$ cat src/logic/conv_settings.svh
`ifndef CONV_SETTINGS_SVH
`define CONV_SETTINGS_SVH

//////////////////////////////////////////////////
// Datapath widths
//////////////////////////////////////////////////

// Pixel and weight width
`define CONV_BIT_WIDTH   8
// Wide enough for 9 signed 8x8 products
`define CONV_PSUM_WIDTH  20

//////////////////////////////////////////////////
// Array dimensions
//////////////////////////////////////////////////

`define CONV_NUM_CHANNEL 3
`define CONV_NUM_KERNEL  4
// Kernel width, one PE per position
`define CONV_NUM_POS     3

// Row width and row count configuration
`define CONV_CNT_WIDTH   8

`endif
$ cat src/logic/conv_pkg.sv
package conv_pkg;

`include "conv_settings.svh"

    //////////////////////////////////////////////////
    // Scalar and vector types
    //////////////////////////////////////////////////

    typedef logic signed [`CONV_BIT_WIDTH-1:0] pix_t;

    // One pixel, channel 0 in the low bits
    typedef pix_t [`CONV_NUM_CHANNEL-1:0] pixel_t;

    // One kernel at one position, all channels
    typedef pix_t [`CONV_NUM_CHANNEL-1:0] kweight_t;

    // One weight word, kernel 0 in the low bits
    typedef kweight_t [`CONV_NUM_KERNEL-1:0] pos_weight_t;

    typedef logic signed [`CONV_PSUM_WIDTH-1:0] psum_t;
    typedef psum_t [`CONV_NUM_KERNEL-1:0] kn_psum_t;

    typedef logic [`CONV_CNT_WIDTH-1:0] cnt_t;

    //////////////////////////////////////////////////
    // Pipeline structs
    //////////////////////////////////////////////////

    // Position 0 holds the oldest pixel
    typedef struct packed {
        pixel_t [`CONV_NUM_POS-1:0] pix;
        logic                       vld;
        logic                       row_end;
    } window_s;

    typedef struct packed {
        kn_psum_t psum;
        logic     vld;
        logic     row_end;
    } pe_out_s;

    // Final result, same layout as a PE result
    typedef pe_out_s conv_out_s;

endpackage

$ cat src/logic/weight_store.sv
`timescale 1ns/1ps

`include "conv_settings.svh"

module weight_store import conv_pkg::*; (
    input  logic        clk,
    input  logic        rst,
    input  pos_weight_t i_weight,
    input  logic        i_weight_vld,
    output pos_weight_t o_weights [`CONV_NUM_POS],
    output logic        o_loaded,
    output logic        o_weight_req
);

    logic [1:0] slot_q;
    logic       loaded_q;
    logic       take;

    // Strobes after the third word are dropped
    assign take = i_weight_vld & ~loaded_q;

    always_ff @(posedge clk) begin
        if (rst) begin
            slot_q   <= '0;
            loaded_q <= 1'b0;
        end else if (take) begin
            slot_q <= slot_q + 2'd1;
            if (slot_q == 2'(`CONV_NUM_POS - 1)) begin
                loaded_q <= 1'b1;
            end
        end
    end

    // Word k feeds the PE of position k
    always_ff @(posedge clk) begin
        if (take) begin
            o_weights[slot_q] <= i_weight;
        end
    end

    assign o_loaded     = loaded_q;
    assign o_weight_req = ~loaded_q;

endmodule

$ cat config.mk
export PLATFORM = sky130hd
export DESIGN_NAME = weight_store
export DESIGN_NICKNAME = d
export VERILOG_FILES = /design/src/logic/conv_pkg.sv /design/src/logic/weight_store.sv
export VERILOG_INCLUDE_DIRS = /design/src /design/src/logic
export SDC_FILE = /design/constraint.sdc
export NUM_CORES = 1
export LEC_CHECK = 0
export BUFFER_PORTS_ARGS = -buffer_cell sky130_fd_sc_hd__buf_2
export CAP_MARGIN = 40
export CORE_MARGIN = 4
export CORE_UTILIZATION = 35
export DETAILED_ROUTE_END_ITERATION = 7
export HOLD_SLACK_MARGIN = 0.12
export PLACE_DENSITY = 0.69
export SLEW_MARGIN = 0
export SYNTH_ARGS = -nofsm -noshare
export SYNTH_HDL_FRONTEND = slang
export SYNTH_SLANG_ARGS = --single-unit
$ cat constraint.sdc
create_clock -name clk -period 2.92 [get_ports clk]
set_input_delay 0.438 -clock clk [delete_from_list [all_inputs] [get_ports clk]]
set_output_delay 0.438 -clock clk [all_outputs]
set_load 0.01 [all_outputs]
# Yosys cells after proc, flatten, opt, wreduce, memory -nomap -nowiden

Cells that the tools add are included.

Flip-flop bits (word level): 291
Output and inout port bits: 290

Add/subtract/negate cells: 1
Magnitude comparators: 2
Equal/unequal tests: 1
Muxes and demuxes: 3
Bitwise operators: 3
Reductions and logical operators: 2

Operators with widths:

| kind                                                                         | number |
|---|---|
| 288-bit bitwise mux                                                          | 1 |
| 96-bit demux with 2-bit select                                               | 1 |
| 96-bit 2-to-1 mux                                                            | 1 |
| 3-bit greater-or-equal comparator, second input constant                     | 1 |
| 3-bit by 1-bit less-than comparator with 1-bit output, second input constant | 1 |
| 2-bit NOT with 3-bit output                                                  | 1 |
| 2-bit by 1-bit adder with 2-bit output, second input constant                | 1 |
| 2-bit == test, second input constant                                         | 1 |
| 2-bit AND reduction                                                          | 1 |
| 1-bit bitwise AND                                                            | 1 |
| 1-bit logical AND                                                            | 1 |
| 1-bit NOT                                                                    | 1 |

# Logic depth before layout (Yosys ltp)

Word-level depth: 6
Depth in mapped cells: 4
Depth with buffers taken out: 4

# Least setup slack after synthesis

Ideal clock, no wire load.

Kind: input to register
From: input i_weight_vld
To: register o_weights[0] in the netlist's numbering (enable)
Library setup time: 0.413 ns
Arrival: 1.844 ns
Data required time: 2.507 ns
Setup slack: 0.664 ns
Cell stages on the path: 2
Path through: nor2b_4 -> and2_2

Cells in the longest elaborated chain, start to end: 1

Ends and longest elaborated chain:

| what                            | RTL line           | RTL |
|---|---|---|
| from (decl)                     | weight_store.sv:9  | `input logic i_weight_vld,` |
| 1-bit bitwise AND               | weight_store.sv:20 | `assign take = i_weight_vld & ~loaded_q;` |
| to (signal, indexed assignment) | weight_store.sv:37 | `o_weights[slot_q] <= i_weight;` |
| to (decl)                       | weight_store.sv:10 | `` output pos_weight_t o_weights [`CONV_NUM_POS], `` |

No other way between the ends.
A chain may end at the register's enable or synchronous reset.

==> metrics.cfg <==
[floorplanning]
die_area_sq_um = 27900
ios = 389
floorplan.core_area_sq_um = 24600
num_rows = 57
die_h_um = 167
die_w_um = 167
initial_core_util_pct = 36.0

[cts]
tritoncts = yes
clkTransAtPathRegs_ps = 60
root_buffer = clkbuf_16
cts.repair.resized = 0
cts_max_path_buffers = 3
cts_sinks = 291
cts_max_level = 1
numCtsBuffers = 27
insertion_delay_ps = 510

[global_route]
antenna_found_initial = 1
grt_max_degree = 97
gr-total-overflow = 0
grt_pass1_vias = 5209
grt_pass1_wl_um = 31300
grtUsageTotal_pct = 14.2

[timing]
fin_ws_ps = 1200
skew_ps = 7.08
rsz0062_at_grt = false
setup_tns_ps = 0
setup_viol = 0
hold_viol = 0
timing.final.crit_share_pct = 59.1
period_minus_slack_ps = 1720
slew_viol_final = 0
max_freq_ghz = 0.580
worst_pin_slew_ps = 602
timing.slew.headroom_pct = 59.9

[power_and_ir_drop]
p_leak_uw = 0.00504
irDropWorstVdd_v = 0.000442
power.density_nw_per_um2 = 678

[critical_path]
crit_path_start_kind = register
crit_arrival_ps = 1880
cp_max_fo = 32
slowest_stage = buf_4
required_ps = 3080
max_stage_delay_ps = 450
ff2ff_setup_slack_ps = 1200
path_cells = inv_1 > ha_1 > and2_4 > buf_4
worst_setup_path_end_kind = register
crit_type = reg2reg

[finish]
layout_commonest_cell = buf_2
layout_common_cells = 388 x buf_2, 288 x edfxtp_1, 82 x dlygate4sd3_1, 27 x clkbuf_16, 9 x clkinv_1
area_delta_synth_final_pct = 45.6
layout-drive-gt1-share_pct = 51.9
finalNetCount = 913

[status]
status = finished, final reports clean

[synthesis]
syn_inst = 308
yosys_warnings = 0
synth_xor_xnor_area_share_pct = 0
synth_nets = 410
ys_types = 12
synth_compound_area_share_pct = 0.141
yosys_register_bits = 291
synth_area_per_cell_sq_um = 28.7
synthSimpleGateAreaFrac_pct = 0.693
synthMuxAreaShare_pct = 0.170
synth_top_family_by_area = simple AND/OR/NAND/NOR gates
ys_seq_area_share_pct = 98.4
yosys.area_share.adder_pct = 0.424
synth_area_sq_um = 8850

[routing]
remaining_drc_errors = 0
firstDrtPassIters = 4
drt-total-wl_um = 20900
wire_per_inst_um = 18.1
vias = 4910
drt_iter0_drc = 325
routed_via_density = 4.25
final_antenna_net_count = 0

[placement]
gp_congestion = 0.759
pre_cts_slack_ps = 985
dp_hpwl_um = 13700
port_buffers = 388

[job]
max_cap_violations = 0

[worst_hold_path]
hold_class = in2reg

## what timing repair did
item	in CTS	in global routing
hold buffers	80	2
hold endpoints to repair	234	4
setup endpoints to repair	0	0
setup buffers	0	0
## Yosys cell counts (all sizes together)
library cell  number  area share (%)
edfxtp           288              98
and2               3            0.25
dfxtp              3            0.68
ha                 3            0.42
inv                3            0.13
nor2               2           0.085
nor2b              2            0.23
a21oi              1           0.057
mux2               1            0.17
nand4bb            1            0.13
o31ai              1           0.085
## flip-flops by register name (all words and copies together), names as in the netlist
name and cells:
o_loaded 1, o_weights 288, slot_q 2
## logic make-up (layout without fill, tap and decap cells)
family,Yosys count,count (layout)
adders and majority gates,3,3
and+or+nand+nor,8,8
DFF,291,291
muxes,1,1
AOI/OAI and AO/OA,2,2
buffers and inverters,3,525
other,0,1
## critical path: cells and delay by family, from the launching register on
| family | cells | cell delay, ps |
|---|---|---|
| buffers and inverters | 2 | 540 |
| adders and majority gates | 1 | 170 |
| and+or+nand+nor | 1 | 310 |
| DFF | 1 | 330 |
## layout make-up
class	instances	area, sq um
Clock inverter	16	93.8
Antenna cell	1	2.50
Fill cell	1972	11700
Tap cell	324	405
Clock buffer	32	694
Timing Repair Buffer	474	2830
Inverter	3	11.3
Sequential cell	291	8710
Multi-Input combinational cell	14	130
## worst paths after layout
kind               startpoint              to  cells after the start
setup / recovery    slot_q[0]   o_weights[51]                      4
hold / removal    i_weight[6]  o_weights[198]                      1
setup reg to reg    slot_q[0]   o_weights[51]                      4
hold reg to reg     slot_q[1]       slot_q[1]                      2
## per-layer routing
| metal | GRT usage (%) | vias up | share of wire (%) |
|---|---|---|---|
| met3 | 4.57 | 35 | 10 |
| met5 | 0 | - | 0 |
| li1 | - | 2261 | - |
| met1 | 17.0 | 2339 | 37 |
| met2 | 25.0 | 275 | 51 |
| met4 | 3.98 | 0 | 2.1 |
## report_power, final
part / switching [uW] / internal (uW) / total, uW
Sequential: 54.0 / 4880 / 4930
Combinational: 406 / 275 / 681
Clock: 1360 / 1770 / 3130
Total: 1820 / 6920 / 8740
## through the flow
stage,cell area (sq um),util (%),power (uW),instances,hold slack [ps]
floorplan,8850,-,5250,308,489
global placement,11300,45.8,5600,1024,518
detailed placement,11300,45.8,5620,1024,530
CTS,12900,52.2,8840,1152,121
global route,12900,52.3,9100,1155,127
finish,12900,52.3,8740,1155,144
No activity file was read; power rests on OpenSTA's default activity.
