## config.mk

```make
export PLATFORM = sky130hd
export DESIGN_NAME = kc_pe
export DESIGN_NICKNAME = d
export VERILOG_FILES = /design/src/logic/conv_pkg.sv /design/src/logic/kc_pe.sv
export VERILOG_INCLUDE_DIRS = /design/src /design/src/logic
export SDC_FILE = /design/constraint.sdc
export NUM_CORES = 2
export LEC_CHECK = 0
export BUFFER_PORTS_ARGS = -buffer_cell sky130_fd_sc_hd__buf_2
export CAP_MARGIN = 40
export CORE_MARGIN = 1
export CORE_UTILIZATION = 65
export DETAILED_ROUTE_END_ITERATION = 6
export PLACE_DENSITY = 0.87
export SLEW_MARGIN = 40
export SYNTH_ARGS = -nofsm -noshare
export SYNTH_HDL_FRONTEND = slang
export SYNTH_SLANG_ARGS = --single-unit
```

## constraint.sdc

```tcl
create_clock -name clk -period 8.5 [get_ports clk]
set_input_delay 0.425 -clock clk [delete_from_list [all_inputs] [get_ports clk]]
set_output_delay 0.425 -clock clk [all_outputs]
set_load 0.02 [all_outputs]
```

## src/logic/conv_settings.svh

```systemverilog
`ifndef CONV_SETTINGS_SVH
`define CONV_SETTINGS_SVH

//////////////////////////////////////////////////
// Datapath widths
//////////////////////////////////////////////////

// Pixel and weight width
`define CONV_BIT_WIDTH   8
// Wide enough for 9 signed 8x8 products
`define CONV_PSUM_WIDTH  20

//////////////////////////////////////////////////
// Array dimensions
//////////////////////////////////////////////////

`define CONV_NUM_CHANNEL 3
`define CONV_NUM_KERNEL  4
// Kernel width, one PE per position
`define CONV_NUM_POS     3

// Row width and row count configuration
`define CONV_CNT_WIDTH   8

`endif
```

## src/logic/conv_pkg.sv

```systemverilog
package conv_pkg;

`include "conv_settings.svh"

    //////////////////////////////////////////////////
    // Scalar and vector types
    //////////////////////////////////////////////////

    typedef logic signed [`CONV_BIT_WIDTH-1:0] pix_t;

    // One pixel, channel 0 in the low bits
    typedef pix_t [`CONV_NUM_CHANNEL-1:0] pixel_t;

    // One kernel at one position, all channels
    typedef pix_t [`CONV_NUM_CHANNEL-1:0] kweight_t;

    // One weight word, kernel 0 in the low bits
    typedef kweight_t [`CONV_NUM_KERNEL-1:0] pos_weight_t;

    typedef logic signed [`CONV_PSUM_WIDTH-1:0] psum_t;
    typedef psum_t [`CONV_NUM_KERNEL-1:0] kn_psum_t;

    typedef logic [`CONV_CNT_WIDTH-1:0] cnt_t;

    //////////////////////////////////////////////////
    // Pipeline structs
    //////////////////////////////////////////////////

    // Position 0 holds the oldest pixel
    typedef struct packed {
        pixel_t [`CONV_NUM_POS-1:0] pix;
        logic                       vld;
        logic                       row_end;
    } window_s;

    typedef struct packed {
        kn_psum_t psum;
        logic     vld;
        logic     row_end;
    } pe_out_s;

    // Final result, same layout as a PE result
    typedef pe_out_s conv_out_s;

endpackage

```

## src/logic/kc_pe.sv

```systemverilog
`timescale 1ns/1ps

`include "conv_settings.svh"

module kc_pe import conv_pkg::*; (
    input  logic        clk,
    input  logic        rst,
    input  pixel_t      i_window_pix,
    input  pos_weight_t i_weight,
    input  logic        i_vld,
    input  logic        i_row_end,
    output pe_out_s     o_pe
);

    kn_psum_t dot;
    kn_psum_t psum_q;
    logic     vld_q;
    logic     row_end_q;

    // Channel dot product per kernel, signed throughout
    always_comb begin
        for (int k = 0; k < `CONV_NUM_KERNEL; k++) begin
            dot[k] = '0;
            for (int c = 0; c < `CONV_NUM_CHANNEL; c++) begin
                dot[k] = dot[k] + i_window_pix[c] * i_weight[k][c];
            end
        end
    end

    always_ff @(posedge clk) begin
        if (i_vld) begin
            psum_q <= dot;
        end
    end

    always_ff @(posedge clk) begin
        if (rst) begin
            vld_q     <= 1'b0;
            row_end_q <= 1'b0;
        end else begin
            vld_q     <= i_vld;
            row_end_q <= i_vld & i_row_end;
        end
    end

    assign o_pe = '{psum: psum_q, vld: vld_q, row_end: row_end_q};

endmodule

```

**After elaboration in Yosys (flattened, before gate mapping)**

Index checks and enable logic that the tools add are counted.

- Register bits: 82
- Bits in latches: 0
- Memory bits (writable): 0
- ROM bits: 0
- Input port bits: 124
- Output and inout bits: 82
- Word-level logic and storage cells: 27
- Memories: 0

- $add $sub $neg: 8
- $mul: 12
- Div/mod/pow operators: 0
- Magnitude comparators: 0
- Eq/ne operators: 0
- Shift operators: 0
- Mux-type cells: 0
- Bitwise logic cells: 1
- Reductions and logical operators: 0

Operators with widths:

| operator | count |
|---|---|
| 8-bit by 8-bit multiplier with 16-bit output | 12 |
| 17-bit by 16-bit adder with 18-bit output | 4 |
| 16-bit by 16-bit adder with 17-bit output | 4 |
| 1-bit bitwise AND | 1 |

**Longest topological paths before layout**

- Word-level depth: 3
- Gate-level depth with buffers: 23
- Mapped depth without buffers: 22

**Worst setup path after synthesis**

OpenSTA, ideal clock, no wires.

- Path kind: input-to-reg
- Start point: input i_window_pix[2] (netlist bit)
- End point: register psum_q (netlist bit o_pe[38]) (data pin)
- Setup time: 261 ps
- Arrival time: 6100 ps
- Data required time: 8239 ps
- Setup slack: 2139 ps
- Stages on the path: 21
- Buffers on the path: 1
- Cell sequence: clkbuf_1 > nand2_1 > fa_1 > inv_1 > fa_1 > inv_1 > fa_1 > fa_1 > inv_1 > fa_1 > inv_1 > fa_1 > inv_1 > fa_1 > ha_1 > o21a_2 > a2111oi_4 > o31ai_2 > o31ai_4 > nor3_1 > a311o_1

RTL lines:

| element | line | source |
|---|---|---|
| start: declaration | kc_pe.sv:8 | `input pixel_t i_window_pix,` |
| end signal: assignment | kc_pe.sv:32 | `psum_q <= dot;` |
| end: declaration | kc_pe.sv:16 | `kn_psum_t psum_q;` |

==> qor.yml <==
yosys.area_share.xor_xnor: 0.0224
synth_compound_area_frac: 0.0289
grt_pass1_wl_um: 128000
grt_antenna_before_repair: 3
period_minus_slack_ns: 6.76
io_pins: 206
synth_fp_nets: 4910
dieHeight_um: 235
hp-class: "input port to register"
worst_slew_pin_slew_ns: 0.874
grt_pass1_vias: 26900
cap_violations: 0
ys.flop_type: "edfxtp_1"
slew_viol_final: 0
ys_async_sr_fraction: 0
synthSimpleGateAreaFrac: 0.121
die_area_um2: 55000
core_region_area_um2: 53000
hold_depth: 2
synth_edf_count: 72
grt.overflow.total: 0
syn2layout_area_growth_pct: 5.16
ys_warn_count: 0
rows: 84
cts_root_buf: "clkbuf_16"
synth_top_area_share: 0.533
holdWs_ns: 0.190
drc: 0
setup_viol: 0
port_buffers: 205
cp.required_ns: 8.63
h-tree-depth: 3
min_delay_worst_endpoint: "vld_q"
critPathLaunchType: "input port"
post-cts-setup-buffer-count: 0
drive_gt1_frac: 0.0624
hold_violations: 0
holdBufCountCts: 0
start_util: 0.663
synth.cell_area_um2: 35100
end_kind: "register"
crit_type: "input port to register"
yosysTopAreaCell: "fa_1"
cts_tree: "yes"
layout_commonest_cell: "inv_1"
synth.ff_latch_count: 74
ctsResizeCount: 0
critical_path_peak_fanout: 32
fmax_mhz: 148
routed_wl_um: 75100
via_per_inst: 5.38
rsz0062_at_grt: "no"
synth_top_family_by_area: "adder cells"
die_x_um: 235
fin_crit_sh: 0.796
outcome: "finished clean"
dr_total_vias: 23600
yosysSeqAreaShare: 0.0627
dp_hpwl_um: 63500
netlist_instances: 3558
drtIter0Drc: 1434
finalNonFillerCells: 4378
nets: 5035
place_congestion: 0.896
syn_area_per_cell_um2: 9.88
cts.clk_slew.worst_paths_ns: 0.06
clock-sinks: 74
synthAdderAreaFrac: 0.637
grt_max_degree: 74
wl_per_cell_um: 17.1
mostFrequentLayoutCells: "1086 x inv_1, 936 x fa_1, 379 x and2_1, 305 x nand2_1, 292 x ha_1"
grt_usage: 0.303
ant_nets: 0
drtPass1Iterations: 5
cts_buffers: 9
synth.mux.area_fraction: 0
yosys-top-cells-area: "fa_1 53%, inv_1 12%, ha_1 10%, and2_1 6.7%, edfxtp_1 6.2%"
hold_start: "rst"
placed_cells: 4360
arrival_ns: 6.89
clockBufferDepth: 2
synth_cell_types: 51
relSlewSlack: 0.417
fin_setup_tns_ns: 0
[per-layer routing]
metal	global-route usage	share of wire
met5	0	0.00017
met4	0.113	0.035
met3	0.0449	0.072
met2	0.539	0.53
met1	0.375	0.36
[worst max-delay path: stages]
cell and delay (ns):
buf_2 0.47, and2_1 0.55, inv_1 0.12, fa_1 0.47, fa_1 0.52, inv_1 0.06, fa_1 0.49, fa_1 0.55
fa_1 0.46, fa_1 0.50, inv_1 0.06, fa_1 0.47, inv_1 0.04, ha_1 0.32, o21a_1 0.13, o31a_1 0.15
o41ai_1 0.50, a31oi_1 0.25, a31oi_1 0.26, xnor2_1 0.09
[state kept, by name (all words and copies together), names as in the netlist]
register	flops
o_pe	72
row_end_q	1
vld_q	1
[cell usage after synthesis, drive strengths merged (3+ instances only)]
| library cell | instances |
|---|---|
| xnor2 | 66 |
| fa | 936 |
| o41ai | 4 |
| xor2 | 24 |
| o31ai | 5 |
| o21a | 23 |
| clkinv | 4 |
| a211oi | 5 |
| and2 | 379 |
| a31oi | 8 |
| o31a | 9 |
| o21ai | 21 |
| a21o | 19 |
| o2111a | 3 |
| nor3 | 12 |
| edfxtp | 72 |
| nor2 | 100 |
| nand2 | 305 |
| a21oi | 23 |
| clkbuf | 80 |
| nor2b | 8 |
| ha | 292 |
| inv | 1086 |
| o21bai | 6 |
| buf | 15 |
| nand2b | 27 |
[how the worst max path moves through the flow]
stage | from | end | slack (ns) | cells after the start
6_report | i_window_pix[15] | o_pe[20] | 1.74 | 20
3_5_place_dp | i_window_pix[2] | o_pe[20] | 1.38 | 21
4_1_cts | i_window_pix[15] | o_pe[20] | 1.75 | 20
3_3_place_gp | i_window_pix[15] | o_pe[58] | 1.52 | 20
5_1_grt | i_window_pix[2] | o_pe[20] | 1.42 | 21
2_1_floorplan | i_window_pix[2] | o_pe[38] | 2.14 | 21
[logic make-up (layout without fill, tap and decap cells)]
logic type / after synthesis / count (layout)
AOI/OAI and AO/OA: 138 / 138
xor gates and xnor gates: 90 / 90
adders and majority gates: 1228 / 1228
buffers and inverters: 1185 / 1314
DFF: 74 / 74
other: 0 / 3
and+or+nand+nor: 843 / 843
[through the flow]
step                      area (µm²)  utilization  setup slack (ns)
after floorplan                35100            -              2.14
after global placement         36700        0.692              1.52
after detailed placement       36700        0.692              1.38
after CTS                      36900        0.697              1.75
after global routing           36900        0.698              1.42
final                          37000        0.698              1.74
[layout make-up]
cell class              instances  area (µm²)
diodes                          3        7.51
clock inverters                 4        43.8
fillers                      3822       16000
well taps                     688         861
flip-flops and latches         74        2200
inverters                    1090        4090
multi-input cells            2299       28500
repair buffers                209        1060
clock buffers                  11         233
Power is not shown: default switching activity piles up to over one toggle a cycle in this logic, so the estimate is an artifact.
