### src/logic/conv_settings.svh
`ifndef CONV_SETTINGS_SVH
`define CONV_SETTINGS_SVH

//////////////////////////////////////////////////
// Datapath widths
//////////////////////////////////////////////////

// Pixel and weight width
`define CONV_BIT_WIDTH   8
// Wide enough for 9 signed 8x8 products
`define CONV_PSUM_WIDTH  20

//////////////////////////////////////////////////
// Array dimensions
//////////////////////////////////////////////////

`define CONV_NUM_CHANNEL 3
`define CONV_NUM_KERNEL  4
// Kernel width, one PE per position
`define CONV_NUM_POS     3

// Row width and row count configuration
`define CONV_CNT_WIDTH   8

`endif
### src/logic/conv_pkg.sv
package conv_pkg;

`include "conv_settings.svh"

    //////////////////////////////////////////////////
    // Scalar and vector types
    //////////////////////////////////////////////////

    typedef logic signed [`CONV_BIT_WIDTH-1:0] pix_t;

    // One pixel, channel 0 in the low bits
    typedef pix_t [`CONV_NUM_CHANNEL-1:0] pixel_t;

    // One kernel at one position, all channels
    typedef pix_t [`CONV_NUM_CHANNEL-1:0] kweight_t;

    // One weight word, kernel 0 in the low bits
    typedef kweight_t [`CONV_NUM_KERNEL-1:0] pos_weight_t;

    typedef logic signed [`CONV_PSUM_WIDTH-1:0] psum_t;
    typedef psum_t [`CONV_NUM_KERNEL-1:0] kn_psum_t;

    typedef logic [`CONV_CNT_WIDTH-1:0] cnt_t;

    //////////////////////////////////////////////////
    // Pipeline structs
    //////////////////////////////////////////////////

    // Position 0 holds the oldest pixel
    typedef struct packed {
        pixel_t [`CONV_NUM_POS-1:0] pix;
        logic                       vld;
        logic                       row_end;
    } window_s;

    typedef struct packed {
        kn_psum_t psum;
        logic     vld;
        logic     row_end;
    } pe_out_s;

    // Final result, same layout as a PE result
    typedef pe_out_s conv_out_s;

endpackage

### src/logic/psum_reduce.sv
`timescale 1ns/1ps

`include "conv_settings.svh"

module psum_reduce import conv_pkg::*; (
    input  logic      clk,
    input  logic      rst,
    input  pe_out_s   i_pe [`CONV_NUM_POS],
    input  cnt_t      i_num_rows,
    output conv_out_s o_result,
    output logic      o_done
);

    kn_psum_t sum;
    kn_psum_t res_psum_q;
    logic     res_vld_q;
    logic     res_end_q;
    cnt_t     rows_q;
    logic     done_q;

    //////////////////////////////////////////////////
    // Position reduction
    //////////////////////////////////////////////////

    always_comb begin
        for (int k = 0; k < `CONV_NUM_KERNEL; k++) begin
            sum[k] = '0;
            for (int p = 0; p < `CONV_NUM_POS; p++) begin
                sum[k] = sum[k] + i_pe[p].psum[k];
            end
        end
    end

    always_ff @(posedge clk) begin
        if (i_pe[0].vld) begin
            res_psum_q <= sum;
        end
    end

    // All PEs run in lockstep, position 0 carries the flags
    always_ff @(posedge clk) begin
        if (rst) begin
            res_vld_q <= 1'b0;
            res_end_q <= 1'b0;
        end else begin
            res_vld_q <= i_pe[0].vld;
            res_end_q <= i_pe[0].vld & i_pe[0].row_end;
        end
    end

    //////////////////////////////////////////////////
    // Finished rows
    //////////////////////////////////////////////////

    // Done follows the final row-end result by one cycle
    always_ff @(posedge clk) begin
        if (rst) begin
            rows_q <= '0;
            done_q <= 1'b0;
        end else if (res_vld_q & res_end_q) begin
            rows_q <= rows_q + cnt_t'(1);
            if (rows_q == i_num_rows - cnt_t'(1)) begin
                done_q <= 1'b1;
            end
        end
    end

    assign o_result = '{psum: res_psum_q, vld: res_vld_q, row_end: res_end_q};
    assign o_done   = done_q;

endmodule

### config.mk
export PLATFORM = sky130hd
export DESIGN_NAME = psum_reduce
export DESIGN_NICKNAME = d
export VERILOG_FILES = /design/src/logic/conv_pkg.sv /design/src/logic/psum_reduce.sv
export VERILOG_INCLUDE_DIRS = /design/src /design/src/logic
export SDC_FILE = /design/constraint.sdc
export NUM_CORES = 1
export LEC_CHECK = 0
export BUFFER_PORTS_ARGS = -buffer_cell sky130_fd_sc_hd__buf_2
export CAP_MARGIN = 20
export CORE_MARGIN = 2
export CORE_UTILIZATION = 30
export CTS_BUF_LIST = sky130_fd_sc_hd__clkbuf_8 sky130_fd_sc_hd__clkbuf_16
export DETAILED_ROUTE_END_ITERATION = 8
export SLEW_MARGIN = 10
export SYNTH_ARGS = -nofsm -noshare
export SYNTH_HDL_FRONTEND = slang
export SYNTH_SLANG_ARGS = --single-unit
### constraint.sdc
create_clock -name clk -period 9 [get_ports clk]
set_input_delay 1.35 -clock clk [delete_from_list [all_inputs] [get_ports clk]]
set_output_delay 1.35 -clock clk [all_outputs]
set_load 0.005 [all_outputs]
Yosys cells after proc, flatten, opt, wreduce, memory -nomap -nowiden
Index checks and enable logic that the tools add are counted.
{"block": "word_totals", "reg_bits": 91, "latchBits": 0, "ram_bits": 0, "mem_bits_ro": 0, "out_inout_bits": 83, "elab_cells": 22, "memories": 0}
{"block": "classes", "add_sub_neg": 10, "n_mul": 0, "div_mod_pow": 0, "order_cmp": 0, "n_eq_ne": 1, "n_shift": 0, "muxes": 0, "n_bitwise": 2, "n_reduce_logical": 1}
{"op": "20-bit adder", "count": 8}
{"op": "8-bit by 1-bit adder with 8-bit output (second input constant)", "count": 1}
{"op": "8-bit equality test", "count": 1}
{"op": "8-bit by 1-bit subtractor with 8-bit output (second input constant)", "count": 1}
{"op": "1-bit AND", "count": 2}
{"op": "2-bit AND reduction", "count": 1}

Logic depth before layout (Yosys ltp)
{"block": "depth", "ltp_word": 3, "depth_mapped": 12, "mapped_depth_nobuf": 12}

Worst setup path before layout
Ideal clock, no wire load.
{"block": "synth_path", "path_type": "in2reg", "from": "input i_pe[63] (netlist name)", "to": "register res_psum_q (netlist bit o_result[77]), data pin", "arrival_time_ps": 3524, "required_time_ps": 8739, "setup_slack_ps": 5216, "cell_stages": 9, "path_buffers": 0, "cell_sequence": "fa_1 > ha_1 > inv_1 > fa_1 > nor2b_1 > o21ai_0 > o21ai_1 > a31oi_2 > o311a_1"}
{"element": "start, declared", "line_no": "psum_reduce.sv:8", "rtl": "input pe_out_s i_pe [`CONV_NUM_POS],"}
{"element": "end signal, assigned", "line_no": "psum_reduce.sv:36", "rtl": "res_psum_q <= sum;"}
{"element": "end, declared", "line_no": "psum_reduce.sv:15", "rtl": "kn_psum_t res_psum_q;"}

==> results.md <==
* Worst Skew at 0.009898 ns
* Resized cells post-CTS at 0
* Routed WL per cell at 15.03 um
* Post-synthesis sequential element count at 91
* Design Power at 2.023 mW
* Detailed Routing Iterations Pass 1 at 4
* GPL Wtd Cong at 0.8405
* Clock root cell: sky130_fd_sc_hd__clkbuf_16
* Number of enable flip-flop cells after synthesis at 80
* Clock buffers created by TritonCTS at 9
* Worst slew pin tran at 0.6468 ns
* Async set or reset register ratio after synthesis at 0
* Min-Delay Path Class: flop to flop
* Power density cells at 184.3 mW/mm^2
* Final Setup Violations at 0
* Internal Power at 1.305 mW
* Status: completed
* Count of H-tree levels built during CTS at 3
* Port-buffer cells at 334
* Detailed-route via count at 7231
* Fraction of layout instances using a drive strength above 1 at 0.3233
* Minimum clock period at 3.857 ns
* Total routed wirelength at 22660 um
* Kind of end point of the critical path: flop
* Violation count after the first detailed-route iteration at 412
* Max VDD drop at 0.1024 mV
* WP data arrival at 3.95 ns
* Final count of hold timing violations at 0
* Average cell area after synthesis at 10.76 sq um
* FP Rows at 61
* Switching share of power at 0.3551
* Prevailing post-synth register cell: sky130_fd_sc_hd__edfxtp_1
* Pleak at 4.903 nW
* Count of pins over their slew limit at 0
* CTS sink cnt at 91
* Final period util at 0.4285
* Cell variety after synth at 67
* Largest net degree at the start of global routing at 47
* Postcts setup bufs at 0
* Number of antenna violations at the first check in global routing at 0
* Final nets at 1534
* Die H at 172.8 um
* Clock share of power at 0.225
* Remaining global-route overflow at 0
* Register area share after synthesis at 0.3070
* Post-Synthesis Net Count at 1204
* Total Die Area at 0.02984 sq mm
* Clock-pin slew on the worst setup and hold paths at 0.07 ns
* Fraction of power consumed by sequential logic at 0.315
* P&R area growth vs syn at 28.46%
* Combinational cell fraction of total power at 0.460
* Max Root-Sink Buffers at 2
* Sw Pwr at 0.7184 mW
* Starting density of the core at 0.3058
* Clk Latency, worst-skew pair at 0.34 ns
* Overall global routing resource usage at 0.1508
* Global-route wire length before repair at 36530 um
* Via count of the first global-routing pass at 7339
* CP Class: primary input to flop
* Width of the die at 172.8 um
* Detailed Place HPWL at 19040 um
* Warning count from the yosys run at 0
* Number of remaining DRC errors at 0
* Post-route antenna net violation count at 0
* CTS hold repair buffers at 0
* Inserted Diodes at 0
* Synth Cell Area at 0.008543 sq mm
* Core box area at 0.02793 sq mm
* Setup repair after global routing missed its margin: no
* CTS tree: yes
* Drt via density at 4.798
* Worst slew margin at 0.5688
* Maximum fanout encountered on the critical timing path at 6
* Required time worst endpoint at 9.10 ns
* CP startpoint kind: primary input
* Max Clock Freq at 259.3 MHz
* Number of cells produced by synthesis at 794
* Total negative slack at 0 ns
* Count of boundary I/O pins at 339
* Max-cap violation count at 0
==> final timing paths <==
| check | from | end | slack (ns) | depth (start not counted) |
|---|---|---|---|---|
| setup / recovery | i_pe[63] | o_result[77] | 5.14 | 10 |
| hold / removal | o_done | o_done | 0.48 | 2 |
| setup reg to reg | rows_q[3] | rows_q[7] | 7.57 | 4 |
| hold reg to reg | o_done | o_done | 0.48 | 2 |
==> logic make-up after synthesis <==
kind of cell | after synthesis | synth area share
and+or+nand+nor | 192 | 0.1135
AOI/OAI and AO/OA | 206 | 0.1689
xor gates and xnor gates | 78 | 0.07997
adders and majority gates | 154 | 0.2958
muxes | 2 | 0.002343
DFF | 91 | 0.3070
buffers and inverters | 71 | 0.03251
==> metrics by stage <==
stage                       util  setup WS, ns  hold slack [ns]  instance area [sq um]  instances
after floorplan                -         5.216           0.4653                   8543        794
after global placement    0.3804         4.809           0.4555                  10630       1491
after detailed placement  0.3804         4.751           0.4824                  10630       1491
after CTS                 0.3929         5.165           0.4919                  10970       1507
after global routing      0.3929         4.943           0.5194                  10970       1507
final                     0.3929         5.143           0.4840                  10970       1507
==> power by group through the flow <==
| stage | clock network (mW) | logic, mW | registers (mW) |
|---|---|---|---|
| after detailed placement | 0 | 0.935 | 0.646 |
| after global placement | 0 | 0.925 | 0.645 |
| after CTS | 0.472 | 0.937 | 0.639 |
| after global routing | 0.484 | 1.05 | 0.648 |
| after floorplan | 0 | 0.568 | 0.660 |
| final | 0.454 | 0.931 | 0.637 |
==> synthesized netlist by cell type, types with 9 or more instances <==
| master | count | share of area |
|---|---|---|
| sky130_fd_sc_hd__a211oi_1 | 10 | 0.0088 |
| sky130_fd_sc_hd__edfxtp_1 | 80 | 0.28 |
| sky130_fd_sc_hd__a31oi_1 | 12 | 0.0088 |
| sky130_fd_sc_hd__fa_1 | 80 | 0.19 |
| sky130_fd_sc_hd__clkbuf_1 | 11 | 0.0048 |
| sky130_fd_sc_hd__inv_1 | 55 | 0.024 |
| sky130_fd_sc_hd__ha_1 | 74 | 0.11 |
| sky130_fd_sc_hd__o21a_1 | 13 | 0.011 |
| sky130_fd_sc_hd__a21oi_1 | 47 | 0.028 |
| sky130_fd_sc_hd__nor2b_1 | 10 | 0.0073 |
| sky130_fd_sc_hd__dfxtp_1 | 11 | 0.026 |
| sky130_fd_sc_hd__xor2_1 | 25 | 0.026 |
| sky130_fd_sc_hd__a21o_1 | 24 | 0.021 |
| sky130_fd_sc_hd__o21ai_0 | 31 | 0.018 |
| sky130_fd_sc_hd__nand2_1 | 36 | 0.016 |
| sky130_fd_sc_hd__xnor2_1 | 53 | 0.054 |
| sky130_fd_sc_hd__nand2b_1 | 9 | 0.0066 |
| sky130_fd_sc_hd__nand3_1 | 18 | 0.011 |
| sky130_fd_sc_hd__nor3_1 | 18 | 0.011 |
| sky130_fd_sc_hd__nor2_1 | 51 | 0.022 |
==> flip-flops by register name (all words and copies together), names as in the netlist <==
signal	cells
o_done	1
o_result	80
res_end_q	1
res_vld_q	1
rows_q	8
==> per-layer routing <==
| layer | GRT usage | wire length, um |
|---|---|---|
| met3 | 0.03276 | 1331 |
| met1 | 0.1909 | 9959 |
| met5 | 0 | 0 |
| met4 | 0.05085 | 569 |
| met2 | 0.2555 | 10800 |
==> worst max-delay path, cell delays in order <==
cell and delay [ns]:
sky130_fd_sc_hd__buf_2 0.11, sky130_fd_sc_hd__fa_1 0.54, sky130_fd_sc_hd__ha_1 0.19, sky130_fd_sc_hd__inv_1 0.07
sky130_fd_sc_hd__fa_1 0.46, sky130_fd_sc_hd__nor2b_1 0.12, sky130_fd_sc_hd__o21ai_0 0.11, sky130_fd_sc_hd__o21ai_1 0.33
sky130_fd_sc_hd__a31oi_2 0.26, sky130_fd_sc_hd__o311a_1 0.40
==> layout make-up <==
class / count / area, sq um
tap: 378 / 473.0
clock buffer: 9 / 225.2
fill: 2829 / 16960
clock inverter: 7 / 122.6
sequential: 91 / 2623
timing repair buffer: 335 / 1682
multi-input combinational: 632 / 5643
inverter: 55 / 206.4
==> placed cells by master, fill, tap and decap left out, drive strengths merged, types with 8 or more instances in the layout <==
master and n:
and2 8, buf 335, a211oi 10, o21a 13, nand4 8, o21ai 35, o21bai 8, xor2 25
nor2b 10, fa 80, dfxtp 11, nor3 19, ha 74, a21o 24, nand2b 9, and3 8
nor2 51, a31oi 13, nand3 18, clkbuf 9, edfxtp 80, nand2 36, a21oi 48, xnor2 53
inv 57
Note: power is estimated with default switching activity, not from simulation.
